File: config.mk
export PLATFORM = sky130hd
export DESIGN_NAME = mwae_debug_logs
export DESIGN_NICKNAME = d
export VERILOG_FILES = /design/src/rtl/mwae_log_pkg.sv /design/src/rtl/error_log_sequencer.sv /design/src/rtl/error_log_bank.sv /design/src/rtl/mwae_debug_logs.sv
export SDC_FILE = /design/constraint.sdc
export NUM_CORES = 1
export LEC_CHECK = 0
export BUFFER_PORTS_ARGS = -buffer_cell sky130_fd_sc_hd__buf_2
export CORE_AREA = 2 2 188 190
export DETAILED_ROUTE_END_ITERATION = 10
export DIE_AREA = 0 0 190 192
export GPL_TIMING_DRIVEN = 0
export HOLD_SLACK_MARGIN = 0.02
export PLACE_DENSITY = 0.57
export SYNTH_ARGS = -nofsm -noshare
export SYNTH_HDL_FRONTEND = slang
export SYNTH_SLANG_ARGS = --single-unit
File: constraint.sdc
create_clock -name clk -period 2 [get_ports clk]
set_clock_uncertainty 0.1 [all_clocks]
set_input_delay 0.1 -clock clk [delete_from_list [all_inputs] [get_ports clk]]
set_output_delay 0.1 -clock clk [all_outputs]
set_load 0.01 [all_outputs]
File: src/rtl/mwae_log_pkg.sv
// Shared widths for the error logger of the memory-write/compare engine.
// RTL modules refer to these by scoped name in their port lists and
// import the package in their body when they need it internally.

package mwae_log_pkg;

  // Memory address carried in the first-error address log
  localparam int ADDR_WIDTH = 64;

  // Observed and expected data words from the pattern checkers
  localparam int PATTERN_WIDTH = 32;

  // Loop counter of the test that found the error
  localparam int LOOP_WIDTH = 8;

  // Byte offset as stored in the log
  localparam int OFFSET_WIDTH = 8;

  // Checker A reports a narrower offset, zero-extended before logging
  localparam int OFFSET_A_WIDTH = 6;

  // Set number within the pattern sequence
  localparam int SET_WIDTH = 4;

  // Address increment in use when the error was seen
  localparam int INCR_WIDTH = 8;

endpackage

File: src/rtl/error_log_sequencer.sv
// Decides when the error logs are loaded, reported and cleared.
// Picks checker A over checker B when both flag a miscompare, and falls
// back to a status-only record for write/read slave errors or read poison.
// The host releases the sequencer by clearing the status bit it mirrors back.

module error_log_sequencer (
  input  logic                                     clk,
  input  logic                                     reset_n,
  input  logic                                     i_busy,
  input  logic                                     i_enable_self_check,
  input  logic                                     i_forceful_disable,
  input  logic                                     i_status_reg,
  input  logic                                     i_slverr_write,
  input  logic                                     i_slverr_read,
  input  logic                                     i_poison_read,

  input  logic                                     i_a_error_found,
  input  logic [mwae_log_pkg::PATTERN_WIDTH-1:0]   i_a_observed,
  input  logic [mwae_log_pkg::PATTERN_WIDTH-1:0]   i_a_expected,
  input  logic [mwae_log_pkg::LOOP_WIDTH-1:0]      i_a_loop,
  input  logic [mwae_log_pkg::OFFSET_A_WIDTH-1:0]  i_a_byte_offset,
  input  logic [mwae_log_pkg::SET_WIDTH-1:0]       i_a_set,
  input  logic [mwae_log_pkg::INCR_WIDTH-1:0]      i_a_addr_incr,
  input  logic [mwae_log_pkg::ADDR_WIDTH-1:0]      i_a_address,

  input  logic                                     i_b_error_found,
  input  logic [mwae_log_pkg::PATTERN_WIDTH-1:0]   i_b_observed,
  input  logic [mwae_log_pkg::PATTERN_WIDTH-1:0]   i_b_expected,
  input  logic [mwae_log_pkg::LOOP_WIDTH-1:0]      i_b_loop,
  input  logic [mwae_log_pkg::OFFSET_WIDTH-1:0]    i_b_byte_offset,
  input  logic [mwae_log_pkg::SET_WIDTH-1:0]       i_b_set,
  input  logic [mwae_log_pkg::INCR_WIDTH-1:0]      i_b_addr_incr,
  input  logic [mwae_log_pkg::ADDR_WIDTH-1:0]      i_b_address,

  output logic                                     o_record_first,
  output logic                                     o_record_other,
  output logic                                     o_clear,
  output logic                                     o_record_error,
  output logic [mwae_log_pkg::PATTERN_WIDTH-1:0]   o_observed,
  output logic [mwae_log_pkg::PATTERN_WIDTH-1:0]   o_expected,
  output logic [mwae_log_pkg::LOOP_WIDTH-1:0]      o_loop,
  output logic [mwae_log_pkg::OFFSET_WIDTH-1:0]    o_byte_offset,
  output logic [mwae_log_pkg::SET_WIDTH-1:0]       o_set,
  output logic [mwae_log_pkg::INCR_WIDTH-1:0]      o_addr_incr,
  output logic [mwae_log_pkg::ADDR_WIDTH-1:0]      o_address
);

  import mwae_log_pkg::*;

  logic checker_error;
  logic bus_error;

  enum logic [2:0] {
    IDLE     = 3'd0,
    RECORD   = 3'd1,
    SEND     = 3'd2,
    WAIT     = 3'd3,
    COMPLETE = 3'd4,
    OTHER    = 3'd5
  } state, next_state;

  // Checker A wins whenever its flag is up, so every field follows that flag
  assign o_observed    = i_a_error_found ? i_a_observed  : i_b_observed;
  assign o_expected    = i_a_error_found ? i_a_expected  : i_b_expected;
  assign o_loop        = i_a_error_found ? i_a_loop      : i_b_loop;
  assign o_set         = i_a_error_found ? i_a_set       : i_b_set;
  assign o_addr_incr   = i_a_error_found ? i_a_addr_incr : i_b_addr_incr;
  assign o_address     = i_a_error_found ? i_a_address   : i_b_address;
  assign o_byte_offset = i_a_error_found
                       ? {{(OFFSET_WIDTH - OFFSET_A_WIDTH){1'b0}}, i_a_byte_offset}
                       : i_b_byte_offset;

  // A miscompare only counts when self-checking is turned on
  assign checker_error = i_enable_self_check & (i_a_error_found | i_b_error_found);
  assign bus_error     = i_slverr_write | i_slverr_read | i_poison_read;

  always_ff @(posedge clk)
  begin
    if (!reset_n)
    begin
      state <= IDLE;
    end
    else if (i_forceful_disable)
    begin
      state <= IDLE;
    end
    else
    begin
      state <= next_state;
    end
  end

  always_comb
  begin
    next_state     = state;
    o_record_first = 1'b0;
    o_record_other = 1'b0;
    o_record_error = 1'b0;
    o_clear        = 1'b0;

    case (state)
      IDLE:
      begin
        // Errors are only looked at while a test is running
        if (i_busy && checker_error)
        begin
          next_state = RECORD;
        end
        else if (i_busy && bus_error)
        begin
          next_state = OTHER;
        end
      end

      RECORD:
      begin
        o_record_first = 1'b1;
        next_state     = SEND;
      end

      OTHER:
      begin
        o_record_other = 1'b1;
        next_state     = SEND;
      end

      SEND:
      begin
        o_record_error = 1'b1;
        next_state     = WAIT;
      end

      WAIT:
      begin
        // Hold here until the host has dropped the status bit
        if (!i_status_reg)
        begin
          o_clear    = 1'b1;
          next_state = COMPLETE;
        end
      end

      COMPLETE:
      begin
        next_state = IDLE;
      end

      default:
      begin
        next_state = IDLE;
      end
    endcase
  end

endmodule

File: src/rtl/error_log_bank.sv
// Host-visible error logs of the memory-write/compare engine.
// A full record captures the whole miscompare, a status-only record marks a
// bus error, and a clear or a new test start empties everything.

module error_log_bank (
  input  logic                                    clk,
  input  logic                                    reset_n,
  input  logic                                    i_set_to_busy,
  input  logic                                    i_record_first,
  input  logic                                    i_record_other,
  input  logic                                    i_clear,

  input  logic [mwae_log_pkg::PATTERN_WIDTH-1:0]  i_observed,
  input  logic [mwae_log_pkg::PATTERN_WIDTH-1:0]  i_expected,
  input  logic [mwae_log_pkg::LOOP_WIDTH-1:0]     i_loop,
  input  logic [mwae_log_pkg::OFFSET_WIDTH-1:0]   i_byte_offset,
  input  logic [mwae_log_pkg::SET_WIDTH-1:0]      i_set,
  input  logic [mwae_log_pkg::INCR_WIDTH-1:0]     i_addr_incr,
  input  logic [mwae_log_pkg::ADDR_WIDTH-1:0]     i_address,

  output logic [mwae_log_pkg::PATTERN_WIDTH-1:0]  o_observed_pattern,
  output logic [mwae_log_pkg::PATTERN_WIDTH-1:0]  o_expected_pattern,
  output logic                                    o_error_status,
  output logic [mwae_log_pkg::LOOP_WIDTH-1:0]     o_loop_number,
  output logic [mwae_log_pkg::OFFSET_WIDTH-1:0]   o_byte_offset,
  output logic [mwae_log_pkg::SET_WIDTH-1:0]      o_set_number,
  output logic [mwae_log_pkg::INCR_WIDTH-1:0]     o_address_increment,
  output logic [mwae_log_pkg::ADDR_WIDTH-1:0]     o_first_error_address
);

  logic log_clear;

  assign log_clear = i_clear | i_set_to_busy;

  // Only a full record carries data patterns into the pattern log
  always_ff @(posedge clk)
  begin
    if (!reset_n || log_clear)
    begin
      o_observed_pattern <= '0;
      o_expected_pattern <= '0;
    end
    else if (i_record_first)
    begin
      o_observed_pattern <= i_observed;
      o_expected_pattern <= i_expected;
    end
  end

  // Status log is written by both kinds of record
  always_ff @(posedge clk)
  begin
    if (!reset_n || log_clear)
    begin
      o_error_status <= 1'b0;
      o_loop_number  <= '0;
      o_byte_offset  <= '0;
    end
    else if (i_record_first)
    begin
      o_error_status <= 1'b1;
      o_loop_number  <= i_loop;
      o_byte_offset  <= i_byte_offset;
    end
    else if (i_record_other)
    begin
      // A bus error has no byte position of its own
      o_error_status <= 1'b1;
      o_loop_number  <= i_loop;
      o_byte_offset  <= '0;
    end
  end

  // Set and increment in use at the failing access
  always_ff @(posedge clk)
  begin
    if (!reset_n || log_clear)
    begin
      o_set_number        <= '0;
      o_address_increment <= '0;
    end
    else if (i_record_first)
    begin
      o_set_number        <= i_set;
      o_address_increment <= i_addr_incr;
    end
  end

  // Address of the first miscompare
  always_ff @(posedge clk)
  begin
    if (!reset_n || log_clear)
    begin
      o_first_error_address <= '0;
    end
    else if (i_record_first)
    begin
      o_first_error_address <= i_address;
    end
  end

endmodule

File: src/rtl/mwae_debug_logs.sv
// Top of the error logger. The sequencer picks the error and orders the
// record, report and clear steps, and the log bank holds what the host reads.
// A new test start clears the logs directly without going through the sequencer.

module mwae_debug_logs (
  input  logic                                     clk,
  input  logic                                     reset_n,
  input  logic                                     i_set_to_busy,
  input  logic                                     i_busy,
  input  logic                                     i_enable_self_check,
  input  logic                                     i_forceful_disable,
  input  logic                                     i_status_reg,
  input  logic                                     i_slverr_write,
  input  logic                                     i_slverr_read,
  input  logic                                     i_poison_read,

  input  logic                                     i_a_error_found,
  input  logic [mwae_log_pkg::PATTERN_WIDTH-1:0]   i_a_observed,
  input  logic [mwae_log_pkg::PATTERN_WIDTH-1:0]   i_a_expected,
  input  logic [mwae_log_pkg::LOOP_WIDTH-1:0]      i_a_loop,
  input  logic [mwae_log_pkg::OFFSET_A_WIDTH-1:0]  i_a_byte_offset,
  input  logic [mwae_log_pkg::SET_WIDTH-1:0]       i_a_set,
  input  logic [mwae_log_pkg::INCR_WIDTH-1:0]      i_a_addr_incr,
  input  logic [mwae_log_pkg::ADDR_WIDTH-1:0]      i_a_address,

  input  logic                                     i_b_error_found,
  input  logic [mwae_log_pkg::PATTERN_WIDTH-1:0]   i_b_observed,
  input  logic [mwae_log_pkg::PATTERN_WIDTH-1:0]   i_b_expected,
  input  logic [mwae_log_pkg::LOOP_WIDTH-1:0]      i_b_loop,
  input  logic [mwae_log_pkg::OFFSET_WIDTH-1:0]    i_b_byte_offset,
  input  logic [mwae_log_pkg::SET_WIDTH-1:0]       i_b_set,
  input  logic [mwae_log_pkg::INCR_WIDTH-1:0]      i_b_addr_incr,
  input  logic [mwae_log_pkg::ADDR_WIDTH-1:0]      i_b_address,

  output logic [mwae_log_pkg::PATTERN_WIDTH-1:0]   o_observed_pattern,
  output logic [mwae_log_pkg::PATTERN_WIDTH-1:0]   o_expected_pattern,
  output logic                                     o_error_status,
  output logic [mwae_log_pkg::LOOP_WIDTH-1:0]      o_loop_number,
  output logic [mwae_log_pkg::OFFSET_WIDTH-1:0]    o_byte_offset,
  output logic [mwae_log_pkg::SET_WIDTH-1:0]       o_set_number,
  output logic [mwae_log_pkg::INCR_WIDTH-1:0]      o_address_increment,
  output logic [mwae_log_pkg::ADDR_WIDTH-1:0]      o_first_error_address,
  output logic                                     o_record_error
);

  import mwae_log_pkg::*;

  // Commands from the sequencer to the log bank
  logic record_first;
  logic record_other;
  logic clear;

  // Fields of the checker that won the priority selection
  logic [PATTERN_WIDTH-1:0] sel_observed;
  logic [PATTERN_WIDTH-1:0] sel_expected;
  logic [LOOP_WIDTH-1:0]    sel_loop;
  logic [OFFSET_WIDTH-1:0]  sel_byte_offset;
  logic [SET_WIDTH-1:0]     sel_set;
  logic [INCR_WIDTH-1:0]    sel_addr_incr;
  logic [ADDR_WIDTH-1:0]    sel_address;

  error_log_sequencer sequencer0 (
    .clk                 (clk),
    .reset_n             (reset_n),
    .i_busy              (i_busy),
    .i_enable_self_check (i_enable_self_check),
    .i_forceful_disable  (i_forceful_disable),
    .i_status_reg        (i_status_reg),
    .i_slverr_write      (i_slverr_write),
    .i_slverr_read       (i_slverr_read),
    .i_poison_read       (i_poison_read),
    .i_a_error_found     (i_a_error_found),
    .i_a_observed        (i_a_observed),
    .i_a_expected        (i_a_expected),
    .i_a_loop            (i_a_loop),
    .i_a_byte_offset     (i_a_byte_offset),
    .i_a_set             (i_a_set),
    .i_a_addr_incr       (i_a_addr_incr),
    .i_a_address         (i_a_address),
    .i_b_error_found     (i_b_error_found),
    .i_b_observed        (i_b_observed),
    .i_b_expected        (i_b_expected),
    .i_b_loop            (i_b_loop),
    .i_b_byte_offset     (i_b_byte_offset),
    .i_b_set             (i_b_set),
    .i_b_addr_incr       (i_b_addr_incr),
    .i_b_address         (i_b_address),
    .o_record_first      (record_first),
    .o_record_other      (record_other),
    .o_clear             (clear),
    .o_record_error      (o_record_error),
    .o_observed          (sel_observed),
    .o_expected          (sel_expected),
    .o_loop              (sel_loop),
    .o_byte_offset       (sel_byte_offset),
    .o_set               (sel_set),
    .o_addr_incr         (sel_addr_incr),
    .o_address           (sel_address)
  );

  error_log_bank bank0 (
    .clk                   (clk),
    .reset_n               (reset_n),
    .i_set_to_busy         (i_set_to_busy),
    .i_record_first        (record_first),
    .i_record_other        (record_other),
    .i_clear               (clear),
    .i_observed            (sel_observed),
    .i_expected            (sel_expected),
    .i_loop                (sel_loop),
    .i_byte_offset         (sel_byte_offset),
    .i_set                 (sel_set),
    .i_addr_incr           (sel_addr_incr),
    .i_address             (sel_address),
    .o_observed_pattern    (o_observed_pattern),
    .o_expected_pattern    (o_expected_pattern),
    .o_error_status        (o_error_status),
    .o_loop_number         (o_loop_number),
    .o_byte_offset         (o_byte_offset),
    .o_set_number          (o_set_number),
    .o_address_increment   (o_address_increment),
    .o_first_error_address (o_first_error_address)
  );

endmodule

; Word-level counts from Yosys, hierarchy flattened
; Index checks and enable logic that the tools add are counted.
[word_totals]
mem_bits_rw = 0
regBits = 160
wordCells = 52
latch_bits = 0
memories = 0
mem_bits_ro = 0
[op_classes]
n_div = 0
n_mul = 0
reduce_logical = 9
bitwise_logic = 6
n_shift = 0
eq_ne = 6
mux = 22
order_cmp = 0
addsub = 0
[op_table]
columns = cell, n
row1 = 32-bit 2-to-1 mux, 2
row2 = 64-bit 2-to-1 mux, 1
row3 = 8-bit 2-to-1 mux, 7
row4 = 3-bit one-hot mux with 4 select lines, 1
row5 = 3-bit 2-to-1 mux, 3
row6 = 1-bit 2-to-1 mux, 7
row7 = "3-bit by 2-bit == test with 1-bit output, second input constant", 2
row8 = 4-bit 2-to-1 mux, 1
row9 = 1-bit OR, 4
row10 = 2-bit OR reduction, 2
row11 = "3-bit by 1-bit == test with 1-bit output, second input constant", 1
row12 = "3-bit == test, second input constant", 1
row13 = 3-bit zero test, 1
row14 = "3-bit by 1-bit != test with 1-bit output, second input constant", 1
row15 = 1-bit logical AND, 2
row16 = "2-bit != test, second input constant", 1
row17 = 2-bit AND reduction, 1
row18 = 2-bit nonzero test, 1
row19 = 1-bit bitwise AND, 1
row20 = 1-bit zero test, 1
row21 = 1-bit logical OR, 1
row22 = 1-bit NOT, 1

; Depth between registers and ports, before layout
; Gate-level depths: netlist of run 1.
[depth]
word_depth = 6
mapped_depth = 6
ltp_nobuf = 3

; Modules after synthesis
; From an unflattened synthesis of run 1, not the netlist that was laid out.
[unflattened]
cells_unflattened = 721
hier_area_um2 = 7766.2
[modules_own_cells]
columns = module, n_inst, cells_per_inst, area_each_um2
row1 = error_log_bank, 1, 527, 5669.2
row2 = error_log_sequencer, 1, 194, 2097.0

; Worst setup path before layout of run 1
; OpenSTA, ideal clock, no wires.
[synth_timing]
path_kind = register to register
startpoint = reg sequencer0.state[1] (netlist name)
endpoint = reg bank0.o_address_increment[0] (netlist name)
path_stages_with_launch = 6
n_path_buf = 2
slack_ns = 0.478
setup_time_ns = 0.138
required_time_ns = 1.762
period_less_slack_ns = 1.522
arrival_time_ns = 1.284
path_cell_list = dfxtp_1 > nand2b_1 > o311ai_2 > buf_2 > buf_2 > a211oi_1
[synth_via]
elab_chain_len = 4
elab_cells_between_ends = 6
classes_between = eq/ne (2) / mux (2) / bitwise (1) / reduce/logical (1)
[synth_lines]
columns = element, line
row1 = start: declaration, error_log_sequencer.sv:60  ; } state, next_state;
row2 = start signal: assignment, error_log_sequencer.sv:89  ; state <= next_state;
row3 = 3-bit by 2-bit == test with 1-bit output, error_log_sequencer.sv:101  ; case (state)
row4 = 1-bit 2-to-1 mux, error_log_sequencer.sv:101
row5 = 1-bit OR, error_log_bank.sv:33  ; assign log_clear = i_clear | i_set_to_busy;
row6 = 1-bit logical OR, error_log_bank.sv:77  ; if (!reset_n || log_clear)
row7 = end signal: assignment, error_log_bank.sv:85  ; o_address_increment <= i_addr_incr;
row8 = end: declaration, error_log_bank.sv:27  ; output logic [mwae_log_pkg::INCR_WIDTH-1:0] o_address_increment,
; Several ways; a longest one is shown, not always the timed one.
; A chain may end at the register's enable or synchronous reset.

; Worst setup path after layout of run 1
[layout_timing]
startpoint = reg sequencer0.state[1] (netlist name)
endpoint = reg bank0.o_observed_pattern[21] (netlist name)
[layout_via]
elab_chain_len = 4
elab_cells_between_ends = 6
classes_between = eq/ne (2) / mux (2) / bitwise (1) / reduce/logical (1)
[layout_lines]
columns = element, line
row1 = 3-bit by 2-bit == test with 1-bit output, error_log_sequencer.sv:101
row2 = 1-bit 2-to-1 mux, error_log_sequencer.sv:101
row3 = 1-bit OR, error_log_bank.sv:33
row4 = 1-bit logical OR, error_log_bank.sv:38  ; if (!reset_n || log_clear)
row5 = end signal: assignment, error_log_bank.sv:45  ; o_observed_pattern <= i_observed;
row6 = end: declaration, error_log_bank.sv:21  ; output logic [mwae_log_pkg::PATTERN_WIDTH-1:0] o_observed_pattern,
; Several ways; a longest one is shown, not always the timed one.

==> results of run 1 <==
[final cells by class]
cell class                 instances  area share [%]
inverter                           3          0.0829
tap                              455            4.19
buffer                            69            2.73
clock inverter                    15            1.09
sequential                       160            23.6
multi-input combinational        492            25.6
timing repair buffer             776            39.6
clock buffer                      17            3.13
[cells by family (layout without fill, tap and decap cells)]
family	count (synthesis)	after routing	share of synthesized area, %
buffers and inverters	73	880	5.06
multiplexers	154	154	22.0
flip-flops	160	160	45.6
AO/OA/AOI/OAI	166	166	17.7
AND/OR/NAND/NOR	172	172	9.65
[sequential cells by signal, indices dropped and copies added (netlist names)]
name / flops
bank0.o_first_error_address: 64
bank0.o_expected_pattern: 32
bank0.o_observed_pattern: 32
bank0.o_address_increment: 8
bank0.o_byte_offset: 8
bank0.o_loop_number: 8
bank0.o_set_number: 4
sequencer0.state: 3
bank0.o_error_status: 1
[where the power goes]
| group | switching, uW | total, uW | internal (uW) | leakage (uW) |
|---|---|---|---|---|
| Clock | 1500 | 3250 | 1750 | 0.000274 |
| Combinational | 874 | 1940 | 1070 | 0.00485 |
| Sequential | 53.5 | 3340 | 3290 | 0.00130 |
[layer usage]
metal | GRT usage (%) | up-vias | part of all wire (%)
met5 | 0 | - | 0.026
met4 | 6.77 | 2 | 2.8
met3 | 3.25 | 65 | 5.0
met2 | 32.1 | 347 | 51
met1 | 21.2 | 4184 | 41
li1 | - | 4213 | -
[synth_stat cells]
library cell and n:
nor2_1 159, mux2i_1 148, inv_1 3, buf_2 41, and2_1 1, a32oi_1 1
nand2_1 3, a21oi_1 5, a22oi_1 6, nand3_1 2, o21a_1 1, a31oi_1 1
nand2b_1 3, buf_1 4, dfxtp_1 160, a211oi_1 148, o31ai_1 1, buf_4 8
mux2_2 6, o311ai_2 1, clkbuf_1 17, nor2b_1 1, o31a_1 1, o211ai_1 1
nor3_1 2, nor3b_4 1
[per-stage QoR]
step / utilization (%) / TNS [ns] / hold WS [ns]
floorplan: - / 0 / 0.152
global placement: 29.1 / -18.25 / 0.270
detailed placement: 29.1 / -22.54 / 0.290
CTS: 39.6 / 0 / 0.0234
global route: 39.6 / 0 / 0.0265
finish: 39.6 / 0 / 0.0337
[worst max-delay path by stage]
stage                              startpoint  slack (ns)                           end
final                     sequencer0.state[1]        0.07  bank0.o_observed_pattern[21]
after global routing      sequencer0.state[0]       0.007   bank0.o_observed_pattern[4]
after CTS                     i_a_error_found        0.06  bank0.o_address_increment[0]
after detailed placement  sequencer0.state[0]       -0.47  bank0.o_expected_pattern[30]
after global placement    sequencer0.state[0]       -0.43  bank0.o_address_increment[1]
after floorplan           sequencer0.state[1]        0.48  bank0.o_address_increment[0]
[what timing repair did]
item	4_1_cts	5_1_grt
resized for setup	12	8
hold endpoints to repair	150	0
cloned	0	0
pin swaps	0	0
endpoints found under the setup margin	147	20
hold buffers	296	0
setup buffers	2	0
[worst max-delay path: stages (launching register included)]
cell and delay, ns:
dfxtp_1 0.47, nand2b_1 0.20, o311ai_4 0.36, buf_2 0.34
buf_4 0.24, a211oi_1 0.07
==> metrics.txt, run 1 <==
Worst Setup End Kind=register; top cells by area, synth=dfxtp_1 46%, mux2i_1 21%, a211oi_1 16%; mean routed wirelength per cell=17.3 um; min cycle time layout=1.93 ns; cells after synthesis=725; ANT nets after route=0; Final Non-Filler Cells=1,987; Tcrit/Tclk final=96.3%; Leakage=0.00642 uW; Seq cells post-synth=160; vias in the first global route=9,076; RD Place Congestion=0.858; CP required=2.17 ns; row count=68; DRC=0; Max-Slew Margin vs Limit=64.5%; Critical R2R Capture=bank0.o_observed_pattern[21]; Worst Path Arrival=2.10 ns; Cells on Worst Hold Path=3; fill count=3,323; share of layout cells above drive strength 1=37.9%; final design area excluding fillers=13,600 um^2; DRT Pass-1 Iters=5; Cell Area, Synth=7030 um^2; Reg area=3200 um^2; cts bufs inserted=17; fmax=0.519 GHz; commonest non-fill, non-tap cell in the layout=buf_2; status=finished, final reports clean; worst-margin pin slew=0.532 ns; final-stage net count=1,841; Clock Latency Late Sink=0.42 ns; RSZ-0062 raised after global routing=false; reg2reg setup slack=0.07 ns; Final Total Pwr=8530 uW; WL final=34,400 um; DRT iter0 DRCs=300; Multi-input gate area=3480 um^2; Initial Utilization=20.5%; antenna cells=0; hpwl dp=23,800 um; Worst-path clk slew=0.07 ns; commonest cells after routing, fill and taps aside=515 x buf_2, 296 x dlygate4sd3_1, 160 x dfxtp_1, 159 x nor2_1; routed vias/inst=4.43; remaining global-route overflow=0; Syn Nets=1,047; die area=36,500 um^2; CP Launch Type=register; Hold WC Path Type=in -> reg; sequential fraction of the synthesis area=45.6%; routed vias=8,811; Root Driver=clkbuf_16; dpl cells=1,658; P&R area growth vs syn=93.2%; Die Span X=190 um; Ys Warns=0; Post-DP Area=9990 um^2; crit path kind=reg -> reg; # IOs=480; Place WS=-0.468 ns; first-pass GRT wire length=49,900 um; WHS Endpoint=bank0.o_expected_pattern[21]; Finish-stage setup viols=0; Avg Inst Size Synth=9.70 um^2; Tot GR Track Use=17.9%; clk buf depth=2; max_cap viols=0; Max Slew Vio Count=0; core box area=34,300 um^2; Clock Sinks=160; PwrDens=629 nW/um^2; Die Height=192 um; H-tree depth=4; Cell variety after synth=26; pin count of the biggest net entering global routing=17; Yosys top cell by area=dfxtp_1; cell count of the worst reg-to-reg path=5; CTS tree=yes; peak fanout along the critical path=10; peak supply drop=0.529 mV; Final Hold Vio Count=0; Final WS setup=0.0734 ns; reg2reg start=sequencer0.state[1]; hold_sp=i_b_expected[21]; PortBufs=478; initial antenna violation count=2; Synth top area share=45.6%
Power figures use the tool's default switching activity.
==> inputs of run 2 (changes only) <==
==> constraint.sdc (replaced) <==
create_clock -name clk -period 2.15 [get_ports clk]
set_clock_uncertainty 0.1 [all_clocks]
set_input_delay 0.1075 -clock clk [delete_from_list [all_inputs] [get_ports clk]]
set_output_delay 0.1075 -clock clk [all_outputs]
set_load 0.01 [all_outputs]
==> run 2 against run 1 <==
Against the previous run:
- cell count is 0.10% higher
- hold slack better by 0.0045 ns
- combinational power is 7% lower
- cell area hardly changed
- clock power is 7.1% lower
- total power is 7.1% lower
- count of clock-buffer cells in the layout stayed put
- critical path depth is 1 higher
- first-iteration DRC count is 4.3% higher
- register-to-register slack better by 0.04 ns
- maximum frequency is 5.2% lower
- via count is 0.36% lower
- largest cell class unchanged
- largest power group unchanged
==> metrics.txt, run 2 (synthesis gave the netlist of run 1 again) <==
# IOs=480; Place WS=-0.318 ns; hpwl dp=23,800 um; routed vias=8,779; DRT iter0 DRCs=313; Final WS setup=0.118 ns; final-stage net count=1,843; Max Slew Vio Count=0; Worst Path Arrival=2.29 ns; DRC=0; WL final=34,500 um; Final Total Pwr=7930 uW; fmax=0.492 GHz; peak supply drop=0.488 mV; routed vias/inst=4.41; share of layout cells above drive strength 1=37.9%; Leakage=0.00643 uW; dpl cells=1,658; Tcrit/Tclk final=94.5%; Final Hold Vio Count=0; RSZ-0062 raised after global routing=false; pin count of the biggest net entering global routing=17; Clock Sinks=160; CTS tree=yes; PortBufs=478; worst path cell trace=buf_4, nor2b_1, clkbuf_2, nor2_1, nor3_1, dlygate4sd3_1; setup TNS=0 ns; CP Launch Type=register; peak fanout along the critical path=10; P&R area growth vs syn=93.1%; CP max stage delay=0.57 ns; die area=36,500 um^2; H-tree depth=4; commonest cells after routing, fill and taps aside=519 x buf_2, 297 x dlygate4sd3_1, 160 x dfxtp_1, 159 x nor2_1; DRT Pass-1 Iters=5; row count=68; Hold WC Path Type=in -> reg; Core Util, Final=39.6%; initial antenna violation count=1; reg2reg setup slack=0.12 ns; Root Driver=clkbuf_16; Biggest register=bank0.o_first_error_address; fill count=3,327; crit path kind=reg -> reg; commonest non-fill, non-tap cell in the layout=buf_2; antenna cells=0; Max-Slew Margin vs Limit=57.0%; clk buf depth=2; CP required=2.41 ns; Initial Utilization=20.5%; Finish-stage setup viols=0; Die Height=192 um; ANT nets after route=0; Worst Path Buf+Inv=3; cts bufs inserted=17; Crit-path slowest cell=dlygate4sd3_1; Clock Latency Late Sink=0.42 ns; status=finished, final reports clean; vias in the first global route=9,076; Die Span X=190 um; Final Non-Filler Cells=1,989; max_cap viols=0; Worst Setup End Kind=register; remaining global-route overflow=0; min cycle time layout=2.03 ns; core box area=34,300 um^2; worst-margin pin slew=0.644 ns; Top Registers=bank0.o_first_error_address x64, bank0.o_expected_pattern x32, bank0.o_observed_pattern x32; first-pass GRT wire length=49,800 um; Worst-path clk slew=0.07 ns; PwrDens=584 nW/um^2; Worst path top cell family by delay=buffers and inverters; RD Place Congestion=0.858; max FFs per register=64; mean routed wirelength per cell=17.3 um; Tot GR Track Use=17.9%
-- run 2: cell count changes in the layout (fill, tap and decap cells not counted) --
cell | previous run | this run
buf_2 | 515 | 519
buf_1 | 1 | 2
clkbuf_4 | 3 | 1
clkbuf_1 | 8 | 7
dlygate4sd3_1 | 296 | 297
o311ai_2 | 0 | 1
buf_4 | 11 | 10
o311ai_4 | 1 | 0
-- run 2: routing by layer --
| layer | part of all wire, % | vias to the layer above | track usage [%] |
|---|---|---|---|
| li1 | - | 4222 | - |
| met1 | 41 | 4157 | 21.3 |
| met2 | 51 | 335 | 31.9 |
| met3 | 5.2 | 65 | 3.20 |
| met4 | 2.9 | 0 | 7.04 |
| met5 | 0 | - | 0 |
-- run 2: tightest hold or removal path: stages --
cell	delay, ns
buf_2	0.07
mux2i_1	0.09
a211oi_1	0.23
-- run 2: power breakdown --
part,internal [uW],switching (uW),leakage (uW),total [uW]
sequential,3060,49.5,0.00130,3110
clock,1630,1390,0.000274,3020
combinational,994,811,0.00486,1810
total,5680,2250,0.00643,7930
-- run 2: path summary, 6_finish.rpt --
check,startpoint,cells after the start,to
hold / removal,i_b_expected[21],3,bank0.o_expected_pattern[21]
setup reg to reg,sequencer0.state[0],6,sequencer0.state[2]
setup / recovery,sequencer0.state[0],6,sequencer0.state[2]
hold reg to reg,bank0.o_byte_offset[6],2,bank0.o_byte_offset[6]
-- run 2: what timing repair did --
action / CTS / global route
endpoints found under the hold margin: 150 / 0
hold buffers: 297 / 0
gates resized for setup: 10 / 8
setup buffers: 0 / 2
endpoints found under the setup margin: 88 / 76
-- run 2: cell type report --
| cell class | instances | area [um^2] | share of cell area (%) |
|---|---|---|---|
| Multi-Input combinational cell | 492 | 3470 | 25.6 |
| Inverter | 3 | 11.3 | 0.0829 |
| Tap cell | 455 | 569 | 4.19 |
| Clock inverter | 15 | 148 | 1.09 |
| Clock buffer | 17 | 425 | 3.13 |
| Buffer | 70 | 368 | 2.71 |
| Timing Repair Buffer | 777 | 5380 | 39.6 |
| Sequential cell | 160 | 3200 | 23.6 |
-- run 2: stage by stage --
step	instance area (um^2)	hold WS (ns)
after floorplan	7030	0.159
after global placement	9990	0.278
after detailed placement	9990	0.297
after CTS	13600	0.0392
after global routing	13600	0.0340
final	13600	0.0382
